--- src/common/llink_consts.svh ---
// Logic-link read slave constants for bus widths, FIFO depth and credit size
`ifndef LLINK_CONSTS_SVH
`define LLINK_CONSTS_SVH

////////////////////////////////////////////////////////////
// AXI field widths

// Read data beat width
`define LLINK_DATA_W 64

// Read address width
`define LLINK_ADDR_W 48

// Transaction ID width
`define LLINK_ID_W 4

////////////////////////////////////////////////////////////
// Link flow control

// Requests held in the AR receive FIFO
`define LLINK_AR_DEPTH 8

// Transmit credit counter width
`define LLINK_CRED_W 8

`endif

--- src/common/llink_pkg.sv ---
// Logic-link read slave types for AXI payloads and PHY word layouts
`include "llink_consts.svh"

package llink_pkg;

  // AXI burst encoding
  typedef enum logic [1:0] {
    BURST_FIXED = 2'b00,
    BURST_INCR  = 2'b01,
    BURST_WRAP  = 2'b10
  } axi_burst_e;

  // Transmit side link state
  typedef enum logic {
    LINK_DOWN = 1'b0,
    LINK_UP   = 1'b1
  } link_state_e;

  ////////////////////////////////////////////////////////////
  // AXI payloads

  typedef struct packed {
    logic [`LLINK_ID_W-1:0]   id;
    logic [`LLINK_ADDR_W-1:0] addr;
    logic [7:0]               len;
    logic [2:0]               size;
    axi_burst_e               burst;
  } ar_req_t;

  typedef struct packed {
    logic [`LLINK_ID_W-1:0]   id;
    logic [`LLINK_DATA_W-1:0] data;
    logic [1:0]               resp;
    logic                     last;
  } r_beat_t;

  ////////////////////////////////////////////////////////////
  // PHY lane words

  // Far side to slave
  typedef struct packed {
    logic    ar_push;
    ar_req_t ar;
    logic    r_credit;
  } phy_rx_word_t;

  // Slave to far side
  typedef struct packed {
    logic    r_push;
    r_beat_t r;
    logic    ar_credit;
  } phy_tx_word_t;

endpackage

--- src/llink_rx/llink_rx_fifo.sv ---
// AR receive FIFO that buffers far-side requests and returns one credit per pop
`timescale 1ns/10ps
`include "llink_consts.svh"

module llink_rx_fifo (
  input  logic              clk_wr,
  input  logic              rst,
  input  logic              rx_online,
  input  logic              tx_online,
  input  logic              ar_push,
  input  llink_pkg::ar_req_t ar_in,
  output llink_pkg::ar_req_t ar_req,
  output logic              ar_valid,
  input  logic              ar_ready,
  output logic              ar_credit
);

  import llink_pkg::*;

  localparam int DEPTH = `LLINK_AR_DEPTH;
  localparam int PTR_W = (DEPTH > 1) ? $clog2(DEPTH) : 1;
  localparam int CNT_W = PTR_W + 1;

  ar_req_t            mem [DEPTH];
  logic [PTR_W-1:0]   wr_ptr;
  logic [PTR_W-1:0]   rd_ptr;
  logic [CNT_W-1:0]   count;
  logic               full;
  logic               wr_en;
  logic               rd_en;

  // Wraps at DEPTH so non power of two depths work too
  function automatic logic [PTR_W-1:0] ptr_inc(input logic [PTR_W-1:0] ptr);
    if (ptr == PTR_W'(DEPTH - 1)) begin
      return '0;
    end
    return ptr + PTR_W'(1);
  endfunction

  assign full     = (count == CNT_W'(DEPTH));
  assign ar_valid = (count != '0);
  assign ar_req   = mem[rd_ptr];

  // Far side must respect credits, so a push when full is dropped
  assign wr_en = ar_push && rx_online && !full;
  assign rd_en = ar_valid && ar_ready;

  ////////////////////////////////////////////////////////////
  // Storage

  always_ff @(posedge clk_wr) begin
    if (wr_en) begin
      mem[wr_ptr] <= ar_in;
    end
  end

  ////////////////////////////////////////////////////////////
  // Pointers and occupancy

  always_ff @(posedge clk_wr) begin
    if (rst) begin
      wr_ptr <= '0;
      rd_ptr <= '0;
      count  <= '0;
    end else begin
      if (wr_en) begin
        wr_ptr <= ptr_inc(wr_ptr);
      end
      if (rd_en) begin
        rd_ptr <= ptr_inc(rd_ptr);
      end
      case ({wr_en, rd_en})
        2'b10:   count <= count + CNT_W'(1);
        2'b01:   count <= count - CNT_W'(1);
        default: count <= count;
      endcase
    end
  end

  // One credit back to the far side per request taken
  always_ff @(posedge clk_wr) begin
    if (rst) begin
      ar_credit <= 1'b0;
    end else begin
      ar_credit <= rd_en && tx_online;
    end
  end

endmodule

--- src/llink_tx/llink_tx_credit.sv ---
// R transmit gate with link state machine and far-side credit counter
`timescale 1ns/10ps
`include "llink_consts.svh"

module llink_tx_credit (
  input  logic                     clk_wr,
  input  logic                     rst,
  input  logic                     tx_online,
  input  logic [`LLINK_CRED_W-1:0] init_r_credit,
  input  logic                     r_credit,
  input  llink_pkg::r_beat_t       r_beat,
  input  logic                     r_valid,
  output logic                     r_ready,
  output logic                     r_push,
  output llink_pkg::r_beat_t       r_out
);

  import llink_pkg::*;

  localparam int CRED_W = `LLINK_CRED_W;

  link_state_e        state;
  link_state_e        state_nxt;
  logic [CRED_W-1:0]  credit_cnt;
  logic [CRED_W-1:0]  credit_nxt;
  logic               r_xfer;
  logic               cnt_max;

  ////////////////////////////////////////////////////////////
  // User side gate

  // Ready only with the link up and at least one credit left
  assign r_ready = (state == LINK_UP) && (credit_cnt != '0);
  assign r_xfer  = r_valid && r_ready;

  // Beat goes straight to the framer in the transfer cycle
  assign r_push = r_xfer;
  assign r_out  = r_beat;

  assign cnt_max = (credit_cnt == {CRED_W{1'b1}});

  ////////////////////////////////////////////////////////////
  // Link state and credit count

  always_comb begin
    state_nxt  = state;
    credit_nxt = credit_cnt;
    case (state)
      LINK_DOWN: begin
        if (tx_online) begin
          state_nxt  = LINK_UP;
          credit_nxt = init_r_credit;
        end
      end
      LINK_UP: begin
        if (!tx_online) begin
          state_nxt  = LINK_DOWN;
          credit_nxt = '0;
        end else if (r_xfer && !r_credit) begin
          credit_nxt = credit_cnt - CRED_W'(1);
        end else if (!r_xfer && r_credit && !cnt_max) begin
          // Saturate rather than wrap to zero
          credit_nxt = credit_cnt + CRED_W'(1);
        end
      end
      default: begin
        state_nxt  = LINK_DOWN;
        credit_nxt = '0;
      end
    endcase
  end

  always_ff @(posedge clk_wr) begin
    if (rst) begin
      state      <= LINK_DOWN;
      credit_cnt <= '0;
    end else begin
      state      <= state_nxt;
      credit_cnt <= credit_nxt;
    end
  end

endmodule

--- src/rtl/llink_phy_pack.sv ---
// PHY framer that splits the received word and registers the transmitted word
`timescale 1ns/10ps

module llink_phy_pack (
  input  logic                    clk_wr,
  input  logic                    rst,
  input  llink_pkg::phy_rx_word_t rx_phy,
  output llink_pkg::phy_tx_word_t tx_phy,
  output logic                    ar_push,
  output llink_pkg::ar_req_t      ar_in,
  output logic                    r_credit,
  input  logic                    r_push,
  input  llink_pkg::r_beat_t      r_out,
  input  logic                    ar_credit
);

  import llink_pkg::*;

  phy_tx_word_t tx_nxt;
  r_beat_t      r_lane;

  ////////////////////////////////////////////////////////////
  // Receive side

  // No pipeline stage here, the FIFO samples these directly
  assign ar_push  = rx_phy.ar_push;
  assign ar_in    = rx_phy.ar;
  assign r_credit = rx_phy.r_credit;

  ////////////////////////////////////////////////////////////
  // Transmit side

  // Idle lane carries an all zero beat
  always_comb begin
    if (r_push) begin
      r_lane = r_out;
    end else begin
      r_lane = '0;
    end
  end

  always_comb begin
    tx_nxt.r_push    = r_push;
    tx_nxt.r         = r_lane;
    tx_nxt.ar_credit = ar_credit;
  end

  // Whole word is cleared in reset so the far side sees a quiet lane
  always_ff @(posedge clk_wr) begin
    if (rst) begin
      tx_phy <= '0;
    end else begin
      tx_phy <= tx_nxt;
    end
  end

endmodule

--- src/rtl/llink_slave_top.sv ---
// Logic-link AXI read slave top joining receive FIFO, transmit gate and PHY framer
`timescale 1ns/10ps
`include "llink_consts.svh"

module llink_slave_top (
  input  logic                     clk_wr,
  input  logic                     rst,

  // Link control
  input  logic                     tx_online,
  input  logic                     rx_online,
  input  logic [`LLINK_CRED_W-1:0] init_r_credit,

  // PHY lane
  input  llink_pkg::phy_rx_word_t  rx_phy,
  output llink_pkg::phy_tx_word_t  tx_phy,

  // AR channel
  output llink_pkg::ar_req_t       ar_req,
  output logic                     ar_valid,
  input  logic                     ar_ready,

  // R channel
  input  llink_pkg::r_beat_t       r_beat,
  input  logic                     r_valid,
  output logic                     r_ready
);

  import llink_pkg::*;

  ////////////////////////////////////////////////////////////
  // Block interconnect

  logic     ar_push;
  ar_req_t  ar_in;
  logic     ar_credit;
  logic     r_credit;
  logic     r_push;
  r_beat_t  r_out;

  llink_rx_fifo u_rx_fifo (
    .clk_wr    (clk_wr),
    .rst       (rst),
    .rx_online (rx_online),
    .tx_online (tx_online),
    .ar_push   (ar_push),
    .ar_in     (ar_in),
    .ar_req    (ar_req),
    .ar_valid  (ar_valid),
    .ar_ready  (ar_ready),
    .ar_credit (ar_credit)
  );

  llink_tx_credit u_tx_credit (
    .clk_wr        (clk_wr),
    .rst           (rst),
    .tx_online     (tx_online),
    .init_r_credit (init_r_credit),
    .r_credit      (r_credit),
    .r_beat        (r_beat),
    .r_valid       (r_valid),
    .r_ready       (r_ready),
    .r_push        (r_push),
    .r_out         (r_out)
  );

  llink_phy_pack u_phy_pack (
    .clk_wr    (clk_wr),
    .rst       (rst),
    .rx_phy    (rx_phy),
    .tx_phy    (tx_phy),
    .ar_push   (ar_push),
    .ar_in     (ar_in),
    .r_credit  (r_credit),
    .r_push    (r_push),
    .r_out     (r_out),
    .ar_credit (ar_credit)
  );

endmodule

--- config.mk ---
export PLATFORM = sky130hd
export DESIGN_NAME = llink_slave_top
export DESIGN_NICKNAME = d
export VERILOG_FILES = /design/src/common/llink_pkg.sv /design/src/llink_rx/llink_rx_fifo.sv /design/src/llink_tx/llink_tx_credit.sv /design/src/rtl/llink_phy_pack.sv /design/src/rtl/llink_slave_top.sv
export VERILOG_INCLUDE_DIRS = /design/src /design/src/common
export SDC_FILE = /design/constraint.sdc
export NUM_CORES = 1
export LEC_CHECK = 0
export BUFFER_PORTS_ARGS = -buffer_cell sky130_fd_sc_hd__buf_2
export CAP_MARGIN = 20
export CELL_PAD_IN_SITES_DETAIL_PLACEMENT = 0
export CELL_PAD_IN_SITES_GLOBAL_PLACEMENT = 1
export CORE_ASPECT_RATIO = 0.75
export CORE_MARGIN = 2
export CORE_UTILIZATION = 45
export DETAILED_ROUTE_END_ITERATION = 10
export GPL_TIMING_DRIVEN = 0
export PLACE_DENSITY = 0.7
export SLEW_MARGIN = 5
export SYNTH_ARGS = -nofsm -noshare
export SYNTH_HDL_FRONTEND = slang
export SYNTH_SLANG_ARGS = --single-unit
--- constraint.sdc ---
create_clock -name clk_wr -period 8.6 [get_ports clk_wr]
set_input_delay 1.29 -clock clk_wr [delete_from_list [all_inputs] [get_ports clk_wr]]
set_output_delay 1.29 -clock clk_wr [all_outputs]
set_load 0.02 [all_outputs]
==> results of run 1 <==
[through the flow]
stage / total power [mW] / util
finish: 7.204 / 0.5516
floorplan: 4.396 / -
CTS: 7.303 / 0.5512
global placement: 4.804 / 0.5020
detailed placement: 4.821 / 0.5147
global route: 7.503 / 0.5513
[registers in the layout, summed over array words and instances (netlist names), named ones only]
name                    flops
u_phy_pack.tx_phy          73
u_rx_fifo.rd_ptr            3
u_rx_fifo.count             4
u_rx_fifo.wr_ptr            3
u_tx_credit.credit_cnt      8
u_rx_fifo.ar_credit         1
u_rx_fifo.mem             520
u_tx_credit.state           1
[report_power, final]
group	internal (mW)	total (mW)	leakage, nW	switching, mW
clock	1.41	2.47	0.920	1.07
combinational	0.667	1.40	3.31	0.731
sequential	3.30	3.33	5.48	0.0292
total	5.38	7.20	9.70	1.83
[layout by cell type (no fill, tap or decap), types with 4 or more instances in the layout]
| master | count |
|---|---|
| a21oi_1 | 24 |
| and2_1 | 71 |
| dfxtp_1 | 96 |
| ha_1 | 13 |
| buf_4 | 32 |
| inv_1 | 12 |
| nor3_1 | 7 |
| clkbuf_16 | 60 |
| buf_2 | 296 |
| bufinv_16 | 4 |
| xor2_1 | 4 |
| nand2b_1 | 7 |
| nand2_1 | 18 |
| buf_12 | 4 |
| diode_2 | 7 |
| o21ai_0 | 6 |
| edfxtp_1 | 520 |
| nor2_1 | 13 |
| clkinv_2 | 16 |
| clkinv_1 | 10 |
| mux4_2 | 130 |
| mux2_2 | 65 |
| nor3b_2 | 4 |
| buf_6 | 26 |
| clkbuf_1 | 31 |
| buf_1 | 5 |
[cell type report]
| type | count | area, sq um |
|---|---|---|
| antenna | 7 | 17.52 |
| buffer | 47 | 231.5 |
| clock buffer | 69 | 1565 |
| clock inverter | 34 | 271.5 |
| fill | 3920 | 22550 |
| inverter | 11 | 41.29 |
| multi-input combinational | 415 | 5200 |
| sequential | 616 | 17540 |
| tap | 657 | 822.0 |
| timing repair buffer | 345 | 2048 |
[worst max-delay path, delay by kind of cell, from the launching register on]
family   cells  cell delay (ns)
buf+inv      3             1.42
flops        1             0.43
mux          2             0.75
[routing by layer]
layer  share of wire  track usage  vias up
li1                -            -     5218
met1            0.45       0.2619     6032
met3           0.061      0.03746       69
met2            0.47       0.2914      281
met5         0.00087            0        -
met4           0.018      0.05231        6
[worst paths after layout]
| check | start | to | cells past startpoint |
|---|---|---|---|
| setup / recovery | flop | ar_req[20] | 5 |
| hold / removal | u_rx_fifo.ar_credit$_SDFF_PP0_ | u_phy_pack.tx_phy[0]$_SDFF_PP0_ | 1 |
| setup reg to reg | u_tx_credit.credit_cnt[0]$_SDFFE_PP0P_ | u_tx_credit.credit_cnt[5]$_SDFFE_PP0P_ | 9 |
| hold reg to reg | u_rx_fifo.ar_credit$_SDFF_PP0_ | u_phy_pack.tx_phy[0]$_SDFF_PP0_ | 1 |
[cells by family after synthesis]
| kind of cell | count (synthesis) | synth area share |
|---|---|---|
| flops | 616 | 0.7636 |
| xor+xnor | 5 | 0.001907 |
| fa+ha+maj | 15 | 0.008827 |
| compound gates | 55 | 0.01695 |
| buf+inv | 58 | 0.01188 |
| mux | 196 | 0.1598 |
| simple gates | 144 | 0.03699 |
==> impl_metrics.py, run 1 <==
metrics = {
    "die": {
        "rows": 71,
        "design.die.area_sq_um": 52870,
        "io-pin-count": 292,
        "die_w_um": 264.9,
        "fp.dieH_um": 199.6,
        "initial_utilization": 0.4567,
        "core_area_sq_um": 50280,
    },
    "sta": {
        "hold_slack_ns": 0.4372,
        "fmax_mhz": 223.1,
        "skew_ns": 0.01446,
        "final-max-slew-violation-count": 0,
        "min_period_over_period": 0.5211,
        "tightest_slew_ns": 0.8748,
        "finalSetupViolCount": 0,
        "rsz0062_at_grt": "no",
        "relSlewSlack": 0.4154,
        "fin_crit_ns": 4.482,
        "setup_slack_ns": 4.118,
        "final-hold-violation-count": 0,
        "finalSetupTns_ns": 0,
    },
    "drt": {
        "postRouteWirelength_um": 48440,
        "first_iter_violations": 766,
        "drtAntennaViolNets": 0,
        "drt-pass1-iter-count": 4,
        "drc": 0,
        "wl_per_cell_um": 22.01,
        "vias_per_cell": 5.273,
        "vias": 11610,
    },
    "min_path": {
        "hp-class": "reg2reg",
    },
    "synth": {
        "mappedNetlistNets": 1256,
        "synthTopCellsByCount": "520 x edfxtp_1, 130 x mux4_2, 96 x dfxtp_1, 71 x and2_1, 65 x mux2_2",
        "async_flop_share": 0,
        "synth.top_cells.by_area": "edfxtp_1 68%, mux4_2 13%, dfxtp_1 8.4%",
        "synth_top_area_cell": "edfxtp_1",
        "netlist_instances": 1089,
        "synth-main-ff-cell": "edfxtp_1",
        "synth_edf_count": 520,
        "syn_area_per_cell_sq_um": 21.09,
        "synth_top_area_share": 0.6800,
        "synth_seq_cells": 616,
        "yosysMostFrequentCell": "edfxtp_1",
        "seq_area_frac_synth": 0.7636,
        "yosysUniqueCellTypes": 54,
        "netlist_area_sq_um": 22960,
        "yosysWarnings": 0,
    },
    "cells_and_area": {
        "fin_area_sq_um": 27730,
        "fin_nets": 1661,
        "finalNonFillerCells": 2201,
        "areaGrowthSynthToFinish_pct": 20.77,
        "drive_gt1_frac": 0.4307,
    },
    "setup_path": {
        "start_kind": "flop",
        "cp-end-kind": "primary output",
        "path_cells": "clkbuf_1, buf_1, mux4_2, mux2_2, buf_2",
        "crit_required_ns": 7.31,
        "rrSetupSlack_ns": 5.73,
        "critPathMaxStageDelay_ns": 0.66,
        "critical_path_class": "reg2out",
        "crit_path_top_delay_cell": "buf_1",
        "cp_max_fo": 10,
        "cp_data_arrival_time_ns": 3.19,
    },
    "pwr": {
        "ir_drop_mv": 0.1659,
        "powerDensity_nw_per_um2": 259.7,
        "p_leak_nw": 9.701,
    },
    "global_routing": {
        "grt_first_pass_wirelength_um": 72130,
        "grt_antenna_before_repair": 7,
        "grt_util_all_layers": 0.1842,
        "grt_start_max_net_pins": 24,
        "grt-ovfl-total": 0,
        "grt_pass1_vias": 11760,
    },
    "placement": {
        "port_buffers": 291,
        "gp_congestion": 0.7778,
        "detailed_place.area_sq_um": 25880,
        "dp_cells": 2091,
        "dp_hpwl_um": 32980,
        "pre_cts_ws_ns": 4.763,
    },
    "status": {
        "outcome": "complete, no violations",
    },
    "clock_network": {
        "cts_hold_buf": 0,
        "clk_pin_slew_ns": 0.06,
        "cts_sinks": 616,
        "cts_root_buf": "clkbuf_16",
        "clock_latency_ns": 0.61,
        "post_cts_resized": 0,
        "cts_htree_levels": 2,
        "cts_buffers": 58,
        "cts_max_path_buffers": 3,
        "post_cts_buffers": 0,
        "cts_tree": "done",
    },
    "job": {
        "maxCapViolCount": 0,
    },
}
Note: power is estimated with default switching activity, not from simulation.
==> run 2: changes to the inputs <==
--- a/config.mk
+++ b/config.mk
@@ -6,16 +6,17 @@
 export SDC_FILE = /design/constraint.sdc
 export NUM_CORES = 1
 export LEC_CHECK = 0
+export ABC_AREA = 1
 export BUFFER_PORTS_ARGS = -buffer_cell sky130_fd_sc_hd__buf_2
 export CAP_MARGIN = 20
 export CELL_PAD_IN_SITES_DETAIL_PLACEMENT = 0
 export CELL_PAD_IN_SITES_GLOBAL_PLACEMENT = 1
 export CORE_ASPECT_RATIO = 0.75
 export CORE_MARGIN = 2
-export CORE_UTILIZATION = 45
+export CORE_UTILIZATION = 42
 export DETAILED_ROUTE_END_ITERATION = 10
 export GPL_TIMING_DRIVEN = 0
-export PLACE_DENSITY = 0.7
+export PLACE_DENSITY = 0.72
 export SLEW_MARGIN = 5
 export SYNTH_ARGS = -nofsm -noshare
 export SYNTH_HDL_FRONTEND = slang
==> constraint.sdc (replaced) <==
create_clock -name clk_wr -period 4 [get_ports clk_wr]
set_input_delay 0.6 -clock clk_wr [delete_from_list [all_inputs] [get_ports clk_wr]]
set_output_delay 0.6 -clock clk_wr [all_outputs]
set_load 0.02 [all_outputs]
==> run 2 against run 1 <==
  * Utilization shrank 4.3 points
  * First-iteration DRC count rose by 51%
  * Clock power is 130% higher
  * Worst setup slack got worse by 3.8 ns
  * Synthesized cell count is 77% higher
  * Sequential power grew 120%
  * Worst hold slack worse by 0.25 ns
  * Cell area grew 2.2%
  * Register-to-register slack worse by 4.4 ns
  * Global-route usage is 2.3 points higher
  * Power rose by 150%
  * Die area up 9.9%
  * Critical endpoint is now ar_req[57]
==> impl_metrics.py, run 2 <==
metrics = {
    "status": {
        "outcome": "complete, no violations",
    },
    "clock_network": {
        "cts_tree": "done",
        "cts_max_path_buffers": 3,
        "cts_htree_levels": 2,
        "clock_latency_ns": 0.62,
        "clk_pin_slew_ns": 0.06,
        "cts_buffers": 60,
        "post_cts_resized": 0,
        "cts_hold_buf": 0,
        "post_cts_buffers": 0,
        "cts_root_buf": "clkbuf_16",
        "cts_sinks": 616,
    },
    "sta": {
        "fmax_mhz": 271.2,
        "finalSetupViolCount": 0,
        "setup_slack_ns": 0.3130,
        "final-max-slew-violation-count": 0,
        "min_period_over_period": 0.9218,
        "hold_slack_ns": 0.1916,
        "final-hold-violation-count": 0,
        "rsz0062_at_grt": "no",
        "skew_ns": 0.01641,
        "relSlewSlack": 0.4178,
        "tightest_slew_ns": 0.8712,
        "fin_crit_ns": 3.687,
        "finalSetupTns_ns": 0,
    },
    "drt": {
        "first_iter_violations": 1158,
        "drc": 0,
        "postRouteWirelength_um": 60630,
        "wl_per_cell_um": 19.70,
        "drtAntennaViolNets": 0,
        "vias": 15640,
        "vias_per_cell": 5.084,
        "drt-pass1-iter-count": 5,
    },
    "setup_path": {
        "cp_common_cell": "clkbuf_1",
        "cp_data_arrival_time_ns": 3.09,
        "r2r_end": "u_rx_fifo.mem[1][0]$_DFFE_PP_",
        "reg2regPathDepth": 8,
        "reg2reg_from": "u_rx_fifo.count[0]$_SDFFE_PP0P_",
        "critical_path_class": "reg2out",
        "critPathMaxStageDelay_ns": 0.68,
        "path_cells": "inv_1, clkbuf_1, clkbuf_1, nor2_1, a31oi_1, buf_2",
        "start_kind": "flop",
        "crit_path_top_delay_cell": "clkbuf_1",
        "cp-end-kind": "primary output",
        "cp_max_fo": 10,
        "rrSetupSlack_ns": 1.37,
        "crit_required_ns": 3.40,
        "crit_path_end": "ar_req[57]",
    },
    "synth": {
        "synth_seq_cells": 616,
        "async_flop_share": 0,
        "synth_top_area_cell": "edfxtp_1",
        "syn_area_per_cell_sq_um": 12.27,
        "seq_area_frac_synth": 0.7432,
        "synth-main-ff-cell": "edfxtp_1",
        "netlist_area_sq_um": 23600,
        "yosysWarnings": 0,
        "mappedNetlistNets": 2090,
        "yosysUniqueCellTypes": 34,
        "synthTopCellsByCount": "574 x nor2_1, 520 x edfxtp_1, 247 x o21ai_0, 106 x inv_1, 96 x dfxtp_1",
        "netlist_instances": 1923,
        "synth_top_area_share": 0.6617,
        "synth_edf_count": 520,
        "synth.top_cells.by_area": "edfxtp_1 66%, nor2_1 9.1%, dfxtp_1 8.1%",
        "yosysMostFrequentCell": "nor2_1",
    },
    "cells_and_area": {
        "final_cell_mix": "566 x nor2_1, 520 x edfxtp_1, 317 x buf_2",
        "drive_gt1_frac": 0.2011,
        "regArea_sq_um": 17540,
        "multiInputGateArea_sq_um": 5060,
        "n_fill_cell": 4911,
        "top_register": "u_rx_fifo.mem",
        "largest_reg_flops": 520,
        "layout_commonest_cell": "nor2_1",
        "areaGrowthSynthToFinish_pct": 20.16,
        "finalNonFillerCells": 3077,
        "fin_nets": 2459,
        "reg.largest.list": "u_rx_fifo.mem: 520 flops, u_phy_pack.tx_phy: 73 flops, u_tx_credit.credit_cnt: 8 flops",
    },
    "pwr": {
        "p_leak_nw": 10.74,
        "powerDensity_nw_per_um2": 635.1,
        "power_mw": 18.01,
        "ir_drop_mv": 0.3462,
    },
    "global_routing": {
        "grt_pass1_vias": 15900,
        "grt_antenna_before_repair": 7,
        "grt_util_all_layers": 0.2071,
        "grt_start_max_net_pins": 27,
        "grt_first_pass_wirelength_um": 92320,
        "grt-ovfl-total": 0,
    },
    "job": {
        "maxCapViolCount": 0,
    },
    "min_path": {
        "hp-class": "in2reg",
    },
    "die": {
        "fp.dieH_um": 209.3,
        "die_w_um": 277.7,
        "rows": 75,
        "io-pin-count": 292,
        "design.die.area_sq_um": 58120,
        "initial_utilization": 0.4233,
        "core_area_sq_um": 55740,
    },
    "placement": {
        "dp_cells": 2961,
        "pre_cts_ws_ns": 0.9369,
        "port_buffers": 291,
        "dp_hpwl_um": 40340,
        "gp_congestion": 0.8360,
    },
}
## run 2: logic make-up after synthesis
logic type / count (synthesis) / synth area share
flip-flops: 616 / 0.7432
buffers and inverters: 218 / 0.04496
XOR/XNOR: 1 / 0.0003712
adder cells (fa/ha/maj): 15 / 0.008590
AND/OR/NAND/NOR: 642 / 0.1034
AO/OA/AOI/OAI: 431 / 0.09947
## run 2: worst max-delay path: cells and delay by family (launching register included)
family / cells / cell delay (ns)
AO/OA/AOI/OAI: 1 / 0.38
buffers and inverters: 4 / 1.60
flip-flops: 1 / 0.34
AND/OR/NAND/NOR: 1 / 0.13
## run 2: cell type report
class | instances | area share
Antenna cell | 4 | 0.0003530
Buffer | 107 | 0.02255
Clock buffer | 80 | 0.05935
Clock inverter | 32 | 0.01081
Inverter | 111 | 0.01487
Multi-Input combinational cell | 1089 | 0.1784
Sequential cell | 616 | 0.6185
Tap cell | 731 | 0.03226
Timing Repair Buffer | 307 | 0.06292
## run 2: stage by stage
| step | instance area (sq um) | util |
|---|---|---|
| 5_1_grt | 28350 | 0.5086 |
| 6_report | 28360 | 0.5087 |
| 3_3_place_gp | 25980 | 0.4661 |
| 3_5_place_dp | 26360 | 0.4728 |
| 4_1_cts | 28350 | 0.5085 |
| 2_1_floorplan | 23610 | - |
## run 2: worst min-delay path by stage
| stage | start | endpoint | slack [ns] | cells after the start |
|---|---|---|---|---|
| 2_1_floorplan | u_rx_fifo.ar_credit$_SDFF_PP0_ | u_phy_pack.tx_phy[0]$_SDFF_PP0_ | 0.39 | 2 |
| 3_5_place_dp | u_rx_fifo.ar_credit$_SDFF_PP0_ | u_phy_pack.tx_phy[0]$_SDFF_PP0_ | 0.40 | 2 |
| 6_report | r_beat[2] | u_phy_pack.tx_phy[3]$_SDFF_PP0_ | 0.19 | 3 |
| 3_3_place_gp | u_rx_fifo.ar_credit$_SDFF_PP0_ | u_phy_pack.tx_phy[0]$_SDFF_PP0_ | 0.39 | 2 |
| 4_1_cts | r_beat[61] | u_phy_pack.tx_phy[62]$_SDFF_PP0_ | 0.15 | 3 |
| 5_1_grt | r_beat[47] | u_phy_pack.tx_phy[48]$_SDFF_PP0_ | 0.18 | 3 |
## run 2: routing by layer
layer,global-route usage,vias to the layer above,wire length [um]
li1,-,7511,-
met5,0,-,27
met4,0.05834,4,1242
met2,0.3391,510,28330
met3,0.04342,93,4282
met1,0.2814,7524,26750
## run 2: report_power, final
group	internal, mW	leakage [nW]	switching (mW)	total (mW)
Combinational	1.53	4.28	3.54	5.07
Clock	3.33	0.983	2.39	5.72
Sequential	7.14	5.48	0.0777	7.22
Total	12.0	10.7	6.01	18.0
==> run 3: changes to the inputs <==
--- a/config.mk
+++ b/config.mk
@@ -6,14 +6,13 @@
 export SDC_FILE = /design/constraint.sdc
 export NUM_CORES = 1
 export LEC_CHECK = 0
-export ABC_AREA = 1
 export BUFFER_PORTS_ARGS = -buffer_cell sky130_fd_sc_hd__buf_2
 export CAP_MARGIN = 20
 export CELL_PAD_IN_SITES_DETAIL_PLACEMENT = 0
 export CELL_PAD_IN_SITES_GLOBAL_PLACEMENT = 1
 export CORE_ASPECT_RATIO = 0.75
 export CORE_MARGIN = 2
-export CORE_UTILIZATION = 42
+export CORE_UTILIZATION = 45
 export DETAILED_ROUTE_END_ITERATION = 10
 export GPL_TIMING_DRIVEN = 0
 export PLACE_DENSITY = 0.72
==> run 3 against run 2 <==
  * Utilization grew 4.3 points
  * Worst hold slack worse by 0.0057 ns
  * Global-route usage decreased by 2.1 points
  * Clock-buffer cell count unchanged
  * Die area decreased by 9.0%
  * First-iteration DRC count shrank 27%
  * Fmax shrank 4.1%
  * Worst setup slack worse by 0.16 ns
==> impl_metrics.py, run 3 (synthesized netlist as in run 1, its figures left out) <==
metrics = {
    "clock_network": {
        "post_cts_resized": 0,
        "clock_latency_ns": 0.61,
        "clk_pin_slew_ns": 0.06,
        "cts_root_buf": "clkbuf_16",
        "cts_max_path_buffers": 3,
        "cts_htree_levels": 2,
        "post_cts_buffers": 0,
        "cts_buffers": 58,
        "cts_sinks": 616,
        "cts_tree": "done",
        "cts_hold_buf": 0,
    },
    "placement": {
        "dp_cells": 2094,
        "gp_congestion": 0.7688,
        "pre_cts_ws_ns": 0.6928,
        "detailed_place.area_sq_um": 25930,
        "port_buffers": 291,
        "dp_hpwl_um": 33480,
    },
    "cells_and_area": {
        "fin_area_sq_um": 27740,
        "drive_gt1_frac": 0.4250,
        "largest_reg_flops": 520,
        "n_fill_cell": 3960,
        "final_cell_mix": "520 x edfxtp_1, 296 x buf_2, 130 x mux4_2",
        "areaGrowthSynthToFinish_pct": 20.80,
        "top_register": "u_rx_fifo.mem",
        "reg.largest.list": "u_rx_fifo.mem: 520 flops, u_phy_pack.tx_phy: 73 flops, u_tx_credit.credit_cnt: 8 flops",
        "finalNonFillerCells": 2201,
        "layout_commonest_cell": "edfxtp_1",
        "fin_nets": 1664,
        "post-route-util": 0.5517,
    },
    "global_routing": {
        "grt_start_max_net_pins": 24,
        "grt-ovfl-total": 0,
        "grt_util_all_layers": 0.1857,
        "grt_pass1_vias": 11910,
        "grt_antenna_before_repair": 10,
        "grt_first_pass_wirelength_um": 72840,
    },
    "sta": {
        "fmax_mhz": 260.0,
        "final-hold-violation-count": 0,
        "rsz0062_at_grt": "no",
        "min_period_over_period": 0.9616,
        "hold_slack_ns": 0.1859,
        "final-max-slew-violation-count": 0,
        "skew_ns": 0.01920,
        "finalSetupViolCount": 0,
        "tightest_slew_ns": 1.001,
        "relSlewSlack": 0.3329,
        "setup_slack_ns": 0.1534,
        "fin_crit_ns": 3.847,
    },
    "setup_path": {
        "reg2regPathDepth": 9,
        "cp-end-kind": "primary output",
        "r2r_end": "u_rx_fifo.mem[3][21]$_DFFE_PP_",
        "start_kind": "flop",
        "crit_required_ns": 3.40,
        "critical_path_class": "reg2out",
        "cp_data_arrival_time_ns": 3.25,
        "reg2reg_from": "u_rx_fifo.count[0]$_SDFFE_PP0P_",
        "cp_max_fo": 10,
        "rrSetupSlack_ns": 1.08,
    },
    "job": {
        "maxCapViolCount": 0,
    },
    "pwr": {
        "powerDensity_nw_per_um2": 556.7,
        "ir_drop_mv": 0.3202,
        "p_leak_nw": 9.684,
    },
    "drt": {
        "first_iter_violations": 840,
        "vias_per_cell": 5.240,
        "wl_per_cell_um": 22.19,
        "drt-pass1-iter-count": 5,
        "drc": 0,
        "vias": 11530,
        "drtAntennaViolNets": 0,
        "postRouteWirelength_um": 48830,
    },
    "die": {
        "die_w_um": 264.9,
        "rows": 71,
        "design.die.area_sq_um": 52870,
        "core_area_sq_um": 50280,
        "initial_utilization": 0.4567,
        "io-pin-count": 292,
        "fp.dieH_um": 199.6,
    },
    "min_path": {
        "min-delay-start": "r_beat[58]",
        "hold_end": "u_phy_pack.tx_phy[59]$_SDFF_PP0_",
        "hp-class": "in2reg",
        "hold_depth": 2,
    },
    "status": {
        "outcome": "complete, no violations",
    },
}
[run 3: power breakdown]
part | total [mW] | switching, mW | internal (mW) | leakage (nW)
combinational | 3.01 | 1.57 | 1.43 | 3.33
clock | 5.27 | 2.27 | 3.00 | 0.880
sequential | 7.16 | 0.0610 | 7.10 | 5.48
[run 3: how the worst max path moves through the flow]
stage                     startpoint                             end  slack [ns]  depth (start not counted)
after floorplan           rx_phy[66]   u_rx_fifo.mem[2][0]$_DFFE_PP_       -2.29                          3
after global placement    rx_phy[66]  u_rx_fifo.mem[4][24]$_DFFE_PP_       -7.81                          4
after detailed placement        flop                      ar_req[25]        0.69                          5
after CTS                       flop                      ar_req[25]        0.04                          5
after global routing            flop                      ar_req[25]       0.004                          5
final                           flop                      ar_req[33]        0.15                          5
[run 3: per-stage QoR]
step	power, mW	setup TNS [ns]
CTS	15.66	0
global placement	10.34	-3281.39
global route	16.09	0
finish	15.44	0
floorplan	9.452	-860.48
detailed placement	10.37	0
[run 3: layout make-up]
type                    count  area [sq um]  area share
multi-input cells         415          5200      0.1875
diodes                      3         7.507   0.0002706
flip-flops and latches    616         17540      0.6322
inverters                  11         41.29    0.001488
repair buffers            348          2095     0.07550
clock inverters            24         231.5    0.008344
well taps                 657         822.0     0.02963
clock buffers              80          1575     0.05679
plain buffers              47         231.5    0.008344
[run 3: worst max-delay path: stages (launching register included)]
cell	delay (ns)
dfxtp_1	0.44
clkbuf_1	0.66
buf_1	0.66
mux4_2	0.41
mux2_2	0.30
buf_2	0.17
[run 3: per-layer routing]
layer,up-vias,wire length [um],global-route usage
met2,278,23730,0.3012
met1,5954,21350,0.2560
met3,72,2721,0.04128
met4,14,945,0.05148
li1,5215,-,-
met5,-,93,0
